===== src/rv_defines.svh =====
// ------------------------------------------------
// RV32I core parameters
// Data width, register count and reset PC shared
// by the core, data path and register file
// ------------------------------------------------

`ifndef RV_DEFINES_SVH
`define RV_DEFINES_SVH

// Data and address width in bits
`define RV_XLEN 32

// Architectural integer registers x0..x31
`define RV_REG_COUNT 32

// First fetch address after reset
`define RV_RESET_PC 32'h0000_0000

`endif


===== src/rv_pkg.sv =====
// ------------------------------------------------
// RV32I core types
// Opcode, ALU function and mux select encodings
// ------------------------------------------------

package rv_pkg;

  // Major opcodes of the supported RV32I subset
  typedef enum logic [6:0] {
    OPC_LUI    = 7'b0110111,
    OPC_AUIPC  = 7'b0010111,
    OPC_JAL    = 7'b1101111,
    OPC_JALR   = 7'b1100111,
    OPC_BRANCH = 7'b1100011,
    OPC_LOAD   = 7'b0000011,
    OPC_STORE  = 7'b0100011,
    OPC_OP_IMM = 7'b0010011,
    OPC_OP     = 7'b0110011
  } opcode_t;

  // ALU functions, the last four only for branch compares
  typedef enum logic [4:0] {
    ALU_ADD  = 5'd0,
    ALU_SUB  = 5'd1,
    ALU_SLL  = 5'd2,
    ALU_SLT  = 5'd3,
    ALU_SLTU = 5'd4,
    ALU_XOR  = 5'd5,
    ALU_SRL  = 5'd6,
    ALU_SRA  = 5'd7,
    ALU_OR   = 5'd8,
    ALU_AND  = 5'd9,
    ALU_SEQ  = 5'd10,
    ALU_SNE  = 5'd11,
    ALU_SGE  = 5'd12,
    ALU_SGEU = 5'd13
  } alu_function_t;

  // Register write-back source
  typedef enum logic [2:0] {
    WB_ALU       = 3'd0,
    WB_MEM       = 3'd1,
    WB_PC_PLUS_4 = 3'd2,
    WB_IMM       = 3'd3
  } writeback_sel_t;

  // Next PC source
  typedef enum logic [1:0] {
    NPC_PLUS_4      = 2'd0,
    NPC_PLUS_IMM    = 2'd1,
    NPC_ALU_ALIGNED = 2'd2
  } next_pc_sel_t;

endpackage


===== src/rv_alu.sv =====
// ------------------------------------------------
// RV32I ALU
// Arithmetic, logic, shift and compare functions
// with a zero flag for the branch decision
// ------------------------------------------------

`timescale 1ns/1ps

`include "rv_defines.svh"

module rv_alu import rv_pkg::*; (
  input  alu_function_t       alu_function,
  input  logic [`RV_XLEN-1:0] operand_a,
  input  logic [`RV_XLEN-1:0] operand_b,
  output logic [`RV_XLEN-1:0] result,
  output logic                result_equal_zero
);

  logic [4:0] shamt;
  logic       less_signed;
  logic       less_unsigned;

  // Shift amount from the low five bits only
  assign shamt         = operand_b[4:0];
  assign less_signed   = $signed(operand_a) < $signed(operand_b);
  assign less_unsigned = operand_a < operand_b;

  always_comb begin
    case (alu_function)
      ALU_ADD:  result = operand_a + operand_b;
      ALU_SUB:  result = operand_a - operand_b;
      ALU_SLL:  result = operand_a << shamt;
      ALU_SLT:  result = {{(`RV_XLEN-1){1'b0}}, less_signed};
      ALU_SLTU: result = {{(`RV_XLEN-1){1'b0}}, less_unsigned};
      ALU_XOR:  result = operand_a ^ operand_b;
      ALU_SRL:  result = operand_a >> shamt;
      ALU_SRA:  result = $unsigned($signed(operand_a) >>> shamt);
      ALU_OR:   result = operand_a | operand_b;
      ALU_AND:  result = operand_a & operand_b;
      // Branch compares give 1 when the branch is taken
      ALU_SEQ:  result = {{(`RV_XLEN-1){1'b0}}, operand_a == operand_b};
      ALU_SNE:  result = {{(`RV_XLEN-1){1'b0}}, operand_a != operand_b};
      ALU_SGE:  result = {{(`RV_XLEN-1){1'b0}}, ~less_signed};
      ALU_SGEU: result = {{(`RV_XLEN-1){1'b0}}, ~less_unsigned};
      default:  result = '0;
    endcase
  end

  assign result_equal_zero = (result == '0);

endmodule


===== src/rv_immediate_gen.sv =====
// ------------------------------------------------
// RV32I immediate generator
// Picks the I, S, B, U or J format by opcode and
// sign-extends it to the data width
// ------------------------------------------------

`timescale 1ns/1ps

`include "rv_defines.svh"

module rv_immediate_gen import rv_pkg::*; (
  input  logic [31:0]         inst,
  output logic [`RV_XLEN-1:0] immediate
);

  opcode_t opcode;

  assign opcode = opcode_t'(inst[6:0]);

  always_comb begin
    case (opcode)
      // I format
      OPC_JALR, OPC_LOAD, OPC_OP_IMM:
        immediate = {{(`RV_XLEN-12){inst[31]}}, inst[31:20]};
      // S format
      OPC_STORE:
        immediate = {{(`RV_XLEN-12){inst[31]}}, inst[31:25], inst[11:7]};
      // B format, offset in halfwords
      OPC_BRANCH:
        immediate = {{(`RV_XLEN-13){inst[31]}}, inst[31], inst[7],
                     inst[30:25], inst[11:8], 1'b0};
      // U format
      OPC_LUI, OPC_AUIPC:
        immediate = {inst[31:12], 12'b0};
      // J format
      OPC_JAL:
        immediate = {{(`RV_XLEN-21){inst[31]}}, inst[31], inst[19:12],
                     inst[20], inst[30:21], 1'b0};
      default:
        immediate = '0;
    endcase
  end

endmodule


===== src/rv_regfile.sv =====
// ------------------------------------------------
// Integer register file
// Two combinational read ports and one clocked
// write port, x0 hardwired to zero
// ------------------------------------------------

`timescale 1ns/1ps

`include "rv_defines.svh"

module rv_regfile (
  input  logic                             clock,
  input  logic [$clog2(`RV_REG_COUNT)-1:0] rs1_address,
  input  logic [$clog2(`RV_REG_COUNT)-1:0] rs2_address,
  input  logic                             write_enable,
  input  logic [$clog2(`RV_REG_COUNT)-1:0] rd_address,
  input  logic [`RV_XLEN-1:0]              rd_data,
  output logic [`RV_XLEN-1:0]              rs1_data,
  output logic [`RV_XLEN-1:0]              rs2_data
);

  logic [`RV_XLEN-1:0] regs [`RV_REG_COUNT];

  // Writes to x0 are dropped
  always_ff @(posedge clock) begin
    if (write_enable && (rd_address != '0)) begin
      regs[rd_address] <= rd_data;
    end
  end

  // x0 reads as zero regardless of array contents
  assign rs1_data = (rs1_address == '0) ? '0 : regs[rs1_address];
  assign rs2_data = (rs2_address == '0) ? '0 : regs[rs2_address];

endmodule


===== src/rv_datapath.sv =====
// ------------------------------------------------
// Single-cycle RV32I data path
// PC register, field decode, operand, write-back
// and next-PC muxes around ALU and register file
// ------------------------------------------------

`timescale 1ns/1ps

`include "rv_defines.svh"

module rv_datapath import rv_pkg::*; (
  input  logic                clock,
  input  logic                rst,
  input  logic [31:0]         inst,
  input  logic [`RV_XLEN-1:0] data_mem_read_data,
  input  alu_function_t       alu_function,
  input  logic                alu_operand_a_select,
  input  logic                alu_operand_b_select,
  input  writeback_sel_t      reg_writeback_select,
  input  next_pc_sel_t        next_pc_select,
  input  logic                pc_write_enable,
  input  logic                regfile_write_enable,
  output logic [`RV_XLEN-1:0] pc,
  output logic [`RV_XLEN-1:0] data_mem_address,
  output logic [`RV_XLEN-1:0] data_mem_write_data,
  output logic                alu_result_equal_zero,
  output logic [6:0]          inst_opcode,
  output logic [2:0]          inst_funct3,
  output logic [6:0]          inst_funct7
);

  logic [$clog2(`RV_REG_COUNT)-1:0] rd_address;
  logic [$clog2(`RV_REG_COUNT)-1:0] rs1_address;
  logic [$clog2(`RV_REG_COUNT)-1:0] rs2_address;

  logic [`RV_XLEN-1:0] rs1_data;
  logic [`RV_XLEN-1:0] rs2_data;
  logic [`RV_XLEN-1:0] immediate;
  logic [`RV_XLEN-1:0] operand_a;
  logic [`RV_XLEN-1:0] operand_b;
  logic [`RV_XLEN-1:0] alu_result;
  logic [`RV_XLEN-1:0] pc_plus_4;
  logic [`RV_XLEN-1:0] pc_plus_imm;
  logic [`RV_XLEN-1:0] writeback_data;
  logic [`RV_XLEN-1:0] next_pc;

  // ------------------------------------------------
  // Instruction fields
  // ------------------------------------------------
  assign inst_opcode = inst[6:0];
  assign rd_address  = inst[11:7];
  assign inst_funct3 = inst[14:12];
  assign rs1_address = inst[19:15];
  assign rs2_address = inst[24:20];
  assign inst_funct7 = inst[31:25];

  // ------------------------------------------------
  // Execute
  // ------------------------------------------------
  // Select 1 picks PC for a and immediate for b
  assign operand_a = alu_operand_a_select ? pc : rs1_data;
  assign operand_b = alu_operand_b_select ? immediate : rs2_data;

  rv_immediate_gen igen (
    .inst      (inst),
    .immediate (immediate)
  );

  rv_regfile regs (
    .clock        (clock),
    .rs1_address  (rs1_address),
    .rs2_address  (rs2_address),
    .write_enable (regfile_write_enable),
    .rd_address   (rd_address),
    .rd_data      (writeback_data),
    .rs1_data     (rs1_data),
    .rs2_data     (rs2_data)
  );

  rv_alu alu_core (
    .alu_function      (alu_function),
    .operand_a         (operand_a),
    .operand_b         (operand_b),
    .result            (alu_result),
    .result_equal_zero (alu_result_equal_zero)
  );

  // Loads and stores address through the ALU sum
  assign data_mem_address    = alu_result;
  assign data_mem_write_data = rs2_data;

  always_comb begin
    case (reg_writeback_select)
      WB_MEM:       writeback_data = data_mem_read_data;
      WB_PC_PLUS_4: writeback_data = pc_plus_4;
      WB_IMM:       writeback_data = immediate;
      default:      writeback_data = alu_result;
    endcase
  end

  // ------------------------------------------------
  // Program counter
  // ------------------------------------------------
  assign pc_plus_4   = pc + `RV_XLEN'd4;
  assign pc_plus_imm = pc + immediate;

  always_comb begin
    case (next_pc_select)
      NPC_PLUS_IMM:    next_pc = pc_plus_imm;
      // JALR target with bit 0 cleared
      NPC_ALU_ALIGNED: next_pc = {alu_result[`RV_XLEN-1:1], 1'b0};
      default:         next_pc = pc_plus_4;
    endcase
  end

  always_ff @(posedge clock) begin
    if (rst) begin
      pc <= `RV_RESET_PC;
    end else if (pc_write_enable) begin
      pc <= next_pc;
    end
  end

  // Branch and jump targets keep fetch on word boundaries
  pc_word_aligned: assert property (@(posedge clock) disable iff (rst) pc[1:0] == 2'b00)
    else $error("PC not word aligned: %h", pc);

endmodule


===== src/rv_control.sv =====
// ------------------------------------------------
// RV32I control unit
// Decodes opcode and function fields into mux
// selects and enables, resolves branches
// ------------------------------------------------

`timescale 1ns/1ps

module rv_control import rv_pkg::*; (
  input  logic           rst,
  input  logic [6:0]     inst_opcode,
  input  logic [2:0]     inst_funct3,
  input  logic [6:0]     inst_funct7,
  input  logic           alu_result_equal_zero,
  output alu_function_t  alu_function,
  output logic           alu_operand_a_select,
  output logic           alu_operand_b_select,
  output writeback_sel_t reg_writeback_select,
  output next_pc_sel_t   next_pc_select,
  output logic           regfile_write_enable,
  output logic           pc_write_enable,
  output logic           data_mem_write
);

  opcode_t opcode;

  assign opcode = opcode_t'(inst_opcode);

  // OP and OP-IMM function from funct3, alt picks SUB or SRA
  function automatic alu_function_t op_function(input logic [2:0] funct3, input logic alt);
    case (funct3)
      3'b000:  return alt ? ALU_SUB : ALU_ADD;
      3'b001:  return ALU_SLL;
      3'b010:  return ALU_SLT;
      3'b011:  return ALU_SLTU;
      3'b100:  return ALU_XOR;
      3'b101:  return alt ? ALU_SRA : ALU_SRL;
      3'b110:  return ALU_OR;
      default: return ALU_AND;
    endcase
  endfunction

  // Branch funct3 to a compare that yields 1 when taken
  function automatic alu_function_t branch_function(input logic [2:0] funct3);
    case (funct3)
      3'b001:  return ALU_SNE;
      3'b100:  return ALU_SLT;
      3'b101:  return ALU_SGE;
      3'b110:  return ALU_SLTU;
      3'b111:  return ALU_SGEU;
      default: return ALU_SEQ;
    endcase
  endfunction

  always_comb begin
    // Defaults retire as a no-op with PC+4
    alu_function         = ALU_ADD;
    alu_operand_a_select = 1'b0;
    alu_operand_b_select = 1'b0;
    reg_writeback_select = WB_ALU;
    next_pc_select       = NPC_PLUS_4;
    regfile_write_enable = 1'b0;
    pc_write_enable      = 1'b1;
    data_mem_write       = 1'b0;

    case (opcode)
      OPC_LUI: begin
        reg_writeback_select = WB_IMM;
        regfile_write_enable = 1'b1;
      end
      OPC_AUIPC: begin
        alu_operand_a_select = 1'b1;
        alu_operand_b_select = 1'b1;
        regfile_write_enable = 1'b1;
      end
      OPC_JAL: begin
        reg_writeback_select = WB_PC_PLUS_4;
        next_pc_select       = NPC_PLUS_IMM;
        regfile_write_enable = 1'b1;
      end
      OPC_JALR: begin
        alu_operand_b_select = 1'b1;
        reg_writeback_select = WB_PC_PLUS_4;
        next_pc_select       = NPC_ALU_ALIGNED;
        regfile_write_enable = 1'b1;
      end
      OPC_BRANCH: begin
        alu_function   = branch_function(inst_funct3);
        next_pc_select = alu_result_equal_zero ? NPC_PLUS_4 : NPC_PLUS_IMM;
      end
      OPC_LOAD: begin
        alu_operand_b_select = 1'b1;
        reg_writeback_select = WB_MEM;
        regfile_write_enable = 1'b1;
      end
      OPC_STORE: begin
        alu_operand_b_select = 1'b1;
        data_mem_write       = 1'b1;
      end
      OPC_OP_IMM: begin
        // No SUBI so funct7 only matters for SRAI
        alu_function = op_function(inst_funct3, (inst_funct3 == 3'b101) && inst_funct7[5]);
        alu_operand_b_select = 1'b1;
        regfile_write_enable = 1'b1;
      end
      OPC_OP: begin
        alu_function         = op_function(inst_funct3, inst_funct7[5]);
        regfile_write_enable = 1'b1;
      end
      default: begin
      end
    endcase

    // Hold all state updates while in reset
    if (rst) begin
      pc_write_enable      = 1'b0;
      regfile_write_enable = 1'b0;
      data_mem_write       = 1'b0;
    end
  end

endmodule


===== src/rv_core.sv =====
// ------------------------------------------------
// Single-cycle RV32I core
// Control unit and data path joined to external
// instruction and data memory ports
// ------------------------------------------------

`timescale 1ns/1ps

`include "rv_defines.svh"

module rv_core import rv_pkg::*; (
  input  logic                clock,
  input  logic                rst,
  input  logic [31:0]         inst,
  input  logic [`RV_XLEN-1:0] data_mem_read_data,
  output logic [`RV_XLEN-1:0] inst_addr,
  output logic [`RV_XLEN-1:0] data_mem_address,
  output logic [`RV_XLEN-1:0] data_mem_write_data,
  output logic                data_mem_write
);

  // Decode fields and flag toward control
  logic [6:0]     inst_opcode;
  logic [2:0]     inst_funct3;
  logic [6:0]     inst_funct7;
  logic           alu_result_equal_zero;

  // Selects and enables toward the data path
  alu_function_t  alu_function;
  logic           alu_operand_a_select;
  logic           alu_operand_b_select;
  writeback_sel_t reg_writeback_select;
  next_pc_sel_t   next_pc_select;
  logic           regfile_write_enable;
  logic           pc_write_enable;

  rv_control control (
    .rst                   (rst),
    .inst_opcode           (inst_opcode),
    .inst_funct3           (inst_funct3),
    .inst_funct7           (inst_funct7),
    .alu_result_equal_zero (alu_result_equal_zero),
    .alu_function          (alu_function),
    .alu_operand_a_select  (alu_operand_a_select),
    .alu_operand_b_select  (alu_operand_b_select),
    .reg_writeback_select  (reg_writeback_select),
    .next_pc_select        (next_pc_select),
    .regfile_write_enable  (regfile_write_enable),
    .pc_write_enable       (pc_write_enable),
    .data_mem_write        (data_mem_write)
  );

  rv_datapath datapath (
    .clock                 (clock),
    .rst                   (rst),
    .inst                  (inst),
    .data_mem_read_data    (data_mem_read_data),
    .alu_function          (alu_function),
    .alu_operand_a_select  (alu_operand_a_select),
    .alu_operand_b_select  (alu_operand_b_select),
    .reg_writeback_select  (reg_writeback_select),
    .next_pc_select        (next_pc_select),
    .pc_write_enable       (pc_write_enable),
    .regfile_write_enable  (regfile_write_enable),
    .pc                    (inst_addr),
    .data_mem_address      (data_mem_address),
    .data_mem_write_data   (data_mem_write_data),
    .alu_result_equal_zero (alu_result_equal_zero),
    .inst_opcode           (inst_opcode),
    .inst_funct3           (inst_funct3),
    .inst_funct7           (inst_funct7)
  );

endmodule


===== config.mk =====
export PLATFORM = sky130hd
export DESIGN_NAME = rv_core
export DESIGN_NICKNAME = d
export VERILOG_FILES = /design/src/rv_pkg.sv /design/src/rv_alu.sv /design/src/rv_immediate_gen.sv /design/src/rv_regfile.sv /design/src/rv_datapath.sv /design/src/rv_control.sv /design/src/rv_core.sv
export VERILOG_INCLUDE_DIRS = /design/src
export SDC_FILE = /design/constraint.sdc
export NUM_CORES = 2
export LEC_CHECK = 0
export BUFFER_PORTS_ARGS = -buffer_cell sky130_fd_sc_hd__clkbuf_2
export CAP_MARGIN = 20
export CORE_MARGIN = 2
export CORE_UTILIZATION = 39
export CTS_CLUSTER_DIAMETER = 100
export CTS_CLUSTER_SIZE = 12
export DETAILED_ROUTE_END_ITERATION = 8
export PLACE_DENSITY = 0.58
export SKIP_LAST_GASP = 1
export SLEW_MARGIN = 30
export SYNTH_ARGS = -nofsm -noshare
export SYNTH_HDL_FRONTEND = slang
export SYNTH_HIERARCHICAL = 1
export SYNTH_SLANG_ARGS = --single-unit
export TNS_END_PERCENT = 5

===== constraint.sdc =====
create_clock -name clock -period 11.7 [get_ports clock]
set_clock_uncertainty 0.15 [all_clocks]
set_input_delay 2.34 -clock clock [delete_from_list [all_inputs] [get_ports clock]]
set_output_delay 2.34 -clock clock [all_outputs]
set_load 0.05 [all_outputs]

==> impl_metrics.toml <==
[worst_setup_path]
crit_arrival_ns = 11.75
cp_slowest_stage_delay_ns = 0.70
r2r_slack_ns = 2.39
crit_type = "in -> reg"
critPathSlowestCell = "a222oi_1"
crit_path_max_fanout = 36
r2r.worst_path.cells = 31
start_kind = "input pin"
critPathRequiredTime_ns = 12.15
crit_top_cell = "buf_4"
cp-end-kind = "flip-flop"
timing.rr.end = "datapath/pc[4]"
reg2reg_from = "datapath/regs/regs[8][1]"

[power_and_ir_drop]
pwr_density_cell_nw_per_um2 = 142.9
power_leakage_nw = 26.57
total_power_mw = 10.63
ir_drop_v = 0.0001264

[logic_synthesis]
ys.warnings.count = 6
syn_area_per_cell_um2 = 13.15
synth_area_um2 = 64800
syn-instance-count = 4926

[floorplan]
coreArea_um2 = 165000
die_x_um = 411.6
design.die.area_um2 = 169400
rows = 149
die_h_um = 411.6
start_util_pct = 39.28
ios = 163

[sta]
fmax_mhz = 88.51
tightestPinTransition_ns = 1.154
post-route-period-util_pct = 96.57
maxSlewHeadroom_pct = 22.61
holdWs_ns = 0.4124
final.min_clock_period_ns = 11.30
hold_viol_final = 0
setup_viol = 0
rsz0062_at_grt = "no"
drv_slew = 0

[clocking]
cts_tree = "done"
htree_levels = 3
cts.sinks = 1056
cts_buffers = 100
cts.root.buffer_cell = "clkbuf_16"
clk_pin_slew_ns = 0.07
clock_latency_ns = 0.75
clockBufferDepth = 3
cts_setup_buffers = 0

[placement]
place.gp.congestion = 1.039
placed_cells = 7393
dp_hpwl_um = 197500
place.port_buffers = 162

[global_route]
grt_pass1_vias = 49604
grt_pass1_wl_um = 389300
grt_max_degree = 77
gr-total-overflow = 0
grt_usage_pct = 32.52
antenna_found_initial = 15

[hold_path]
hold_depth = 2
min_from = "datapath/pc[0]"
hold_class = "reg -> reg"
whs_endpoint = "datapath/pc[0]"

[final_layout]
regArea_um2 = 31390
drive_gt1_share_pct = 27.36
fin_cells = 7541
final_cell_mix = "edfxtp_1, buf_4, mux2i_1, mux4_2, nand2_1"
multi_input_area_um2 = 31600
nFillCells = 14817
fin_nets = 5517
area_growth_pct = 14.83
layout_commonest_cell = "edfxtp_1"

[route]
wl_per_cell_um = 37.36
drc_errors = 0
vias = 51144
first_iter_violations = 7438
dr.pass1.iters = 8
final_antenna_net_count = 0
totalWireLength_um = 281800
via_per_inst = 6.782

[flow_run]
max_cap_violations = 0

[status]
status = "finished clean"
state kept, by name (all words and copies together), names as in the netlist:
| register | flops |
|---|---|
| datapath/pc | 32 |
| datapath/regs/regs | 1024 |
cell type report:
type / count / area share (%)
diodes: 4 / 0.01345
clock buffers: 131 / 3.576
clock inverters: 11 / 0.1934
inverters: 140 / 0.7079
multi-input cells: 3350 / 42.47
flip-flops and latches: 1056 / 42.18
well taps: 2189 / 3.681
repair buffers: 660 / 7.175
power by group:
group,internal (mW),switching [mW]
clock,1.59,1.43
sequential,4.47,0.0167
combinational,1.05,2.08
total,7.11,3.53
worst max-delay path by stage:
stage / start / to / slack, ns / depth (start not counted)
after global routing: inst[16] / datapath/pc[4] / 0.07 / 36
final: inst[16] / datapath/pc[4] / 0.40 / 32
after global placement: inst[20] / datapath/pc[4] / -0.40 / 35
after CTS: inst[16] / datapath/pc[4] / 0.37 / 32
after detailed placement: inst[16] / datapath/pc[4] / -0.37 / 32
after floorplan: inst[22] / datapath/pc[16] / 0.02 / 36
repair_timing:
action,4_1_cts,5_1_grt
gates resized for setup,0,1
hold buffers,0,0
setup endpoints to repair,0,6
through the flow:
stage | TNS, ns | setup slack [ns] | cell area, µm² | utilization (%)
final | 0 | 0.4014 | 74410 | 45.10
after global routing | 0 | 0.07369 | 74410 | 45.10
after CTS | 0 | 0.3694 | 74340 | 45.06
after detailed placement | -5.664 | -0.3660 | 71530 | 43.36
after global placement | -6.246 | -0.4030 | 71470 | 43.32
after floorplan | 0 | 0.02411 | 64950 | -
critical path, delay by kind of cell:
kind,cells,cell delay [ns]
adders and majority gates,1,0.20
and+or+nand+nor,12,3.77
muxes,4,1.49
buffers and inverters,9,2.02
AOI/OAI and AO/OA,6,1.87
layer usage:
layer  global-route usage [%]  up-vias  wire length (µm)
li1                         -    20744                 -
met1                    40.17    26297            102400
met2                    51.80     3300            130500
met3                    6.858      801             27770
met4                    20.94        2             21050
met5                        0        -                12
Power figures use the tool's default switching activity.
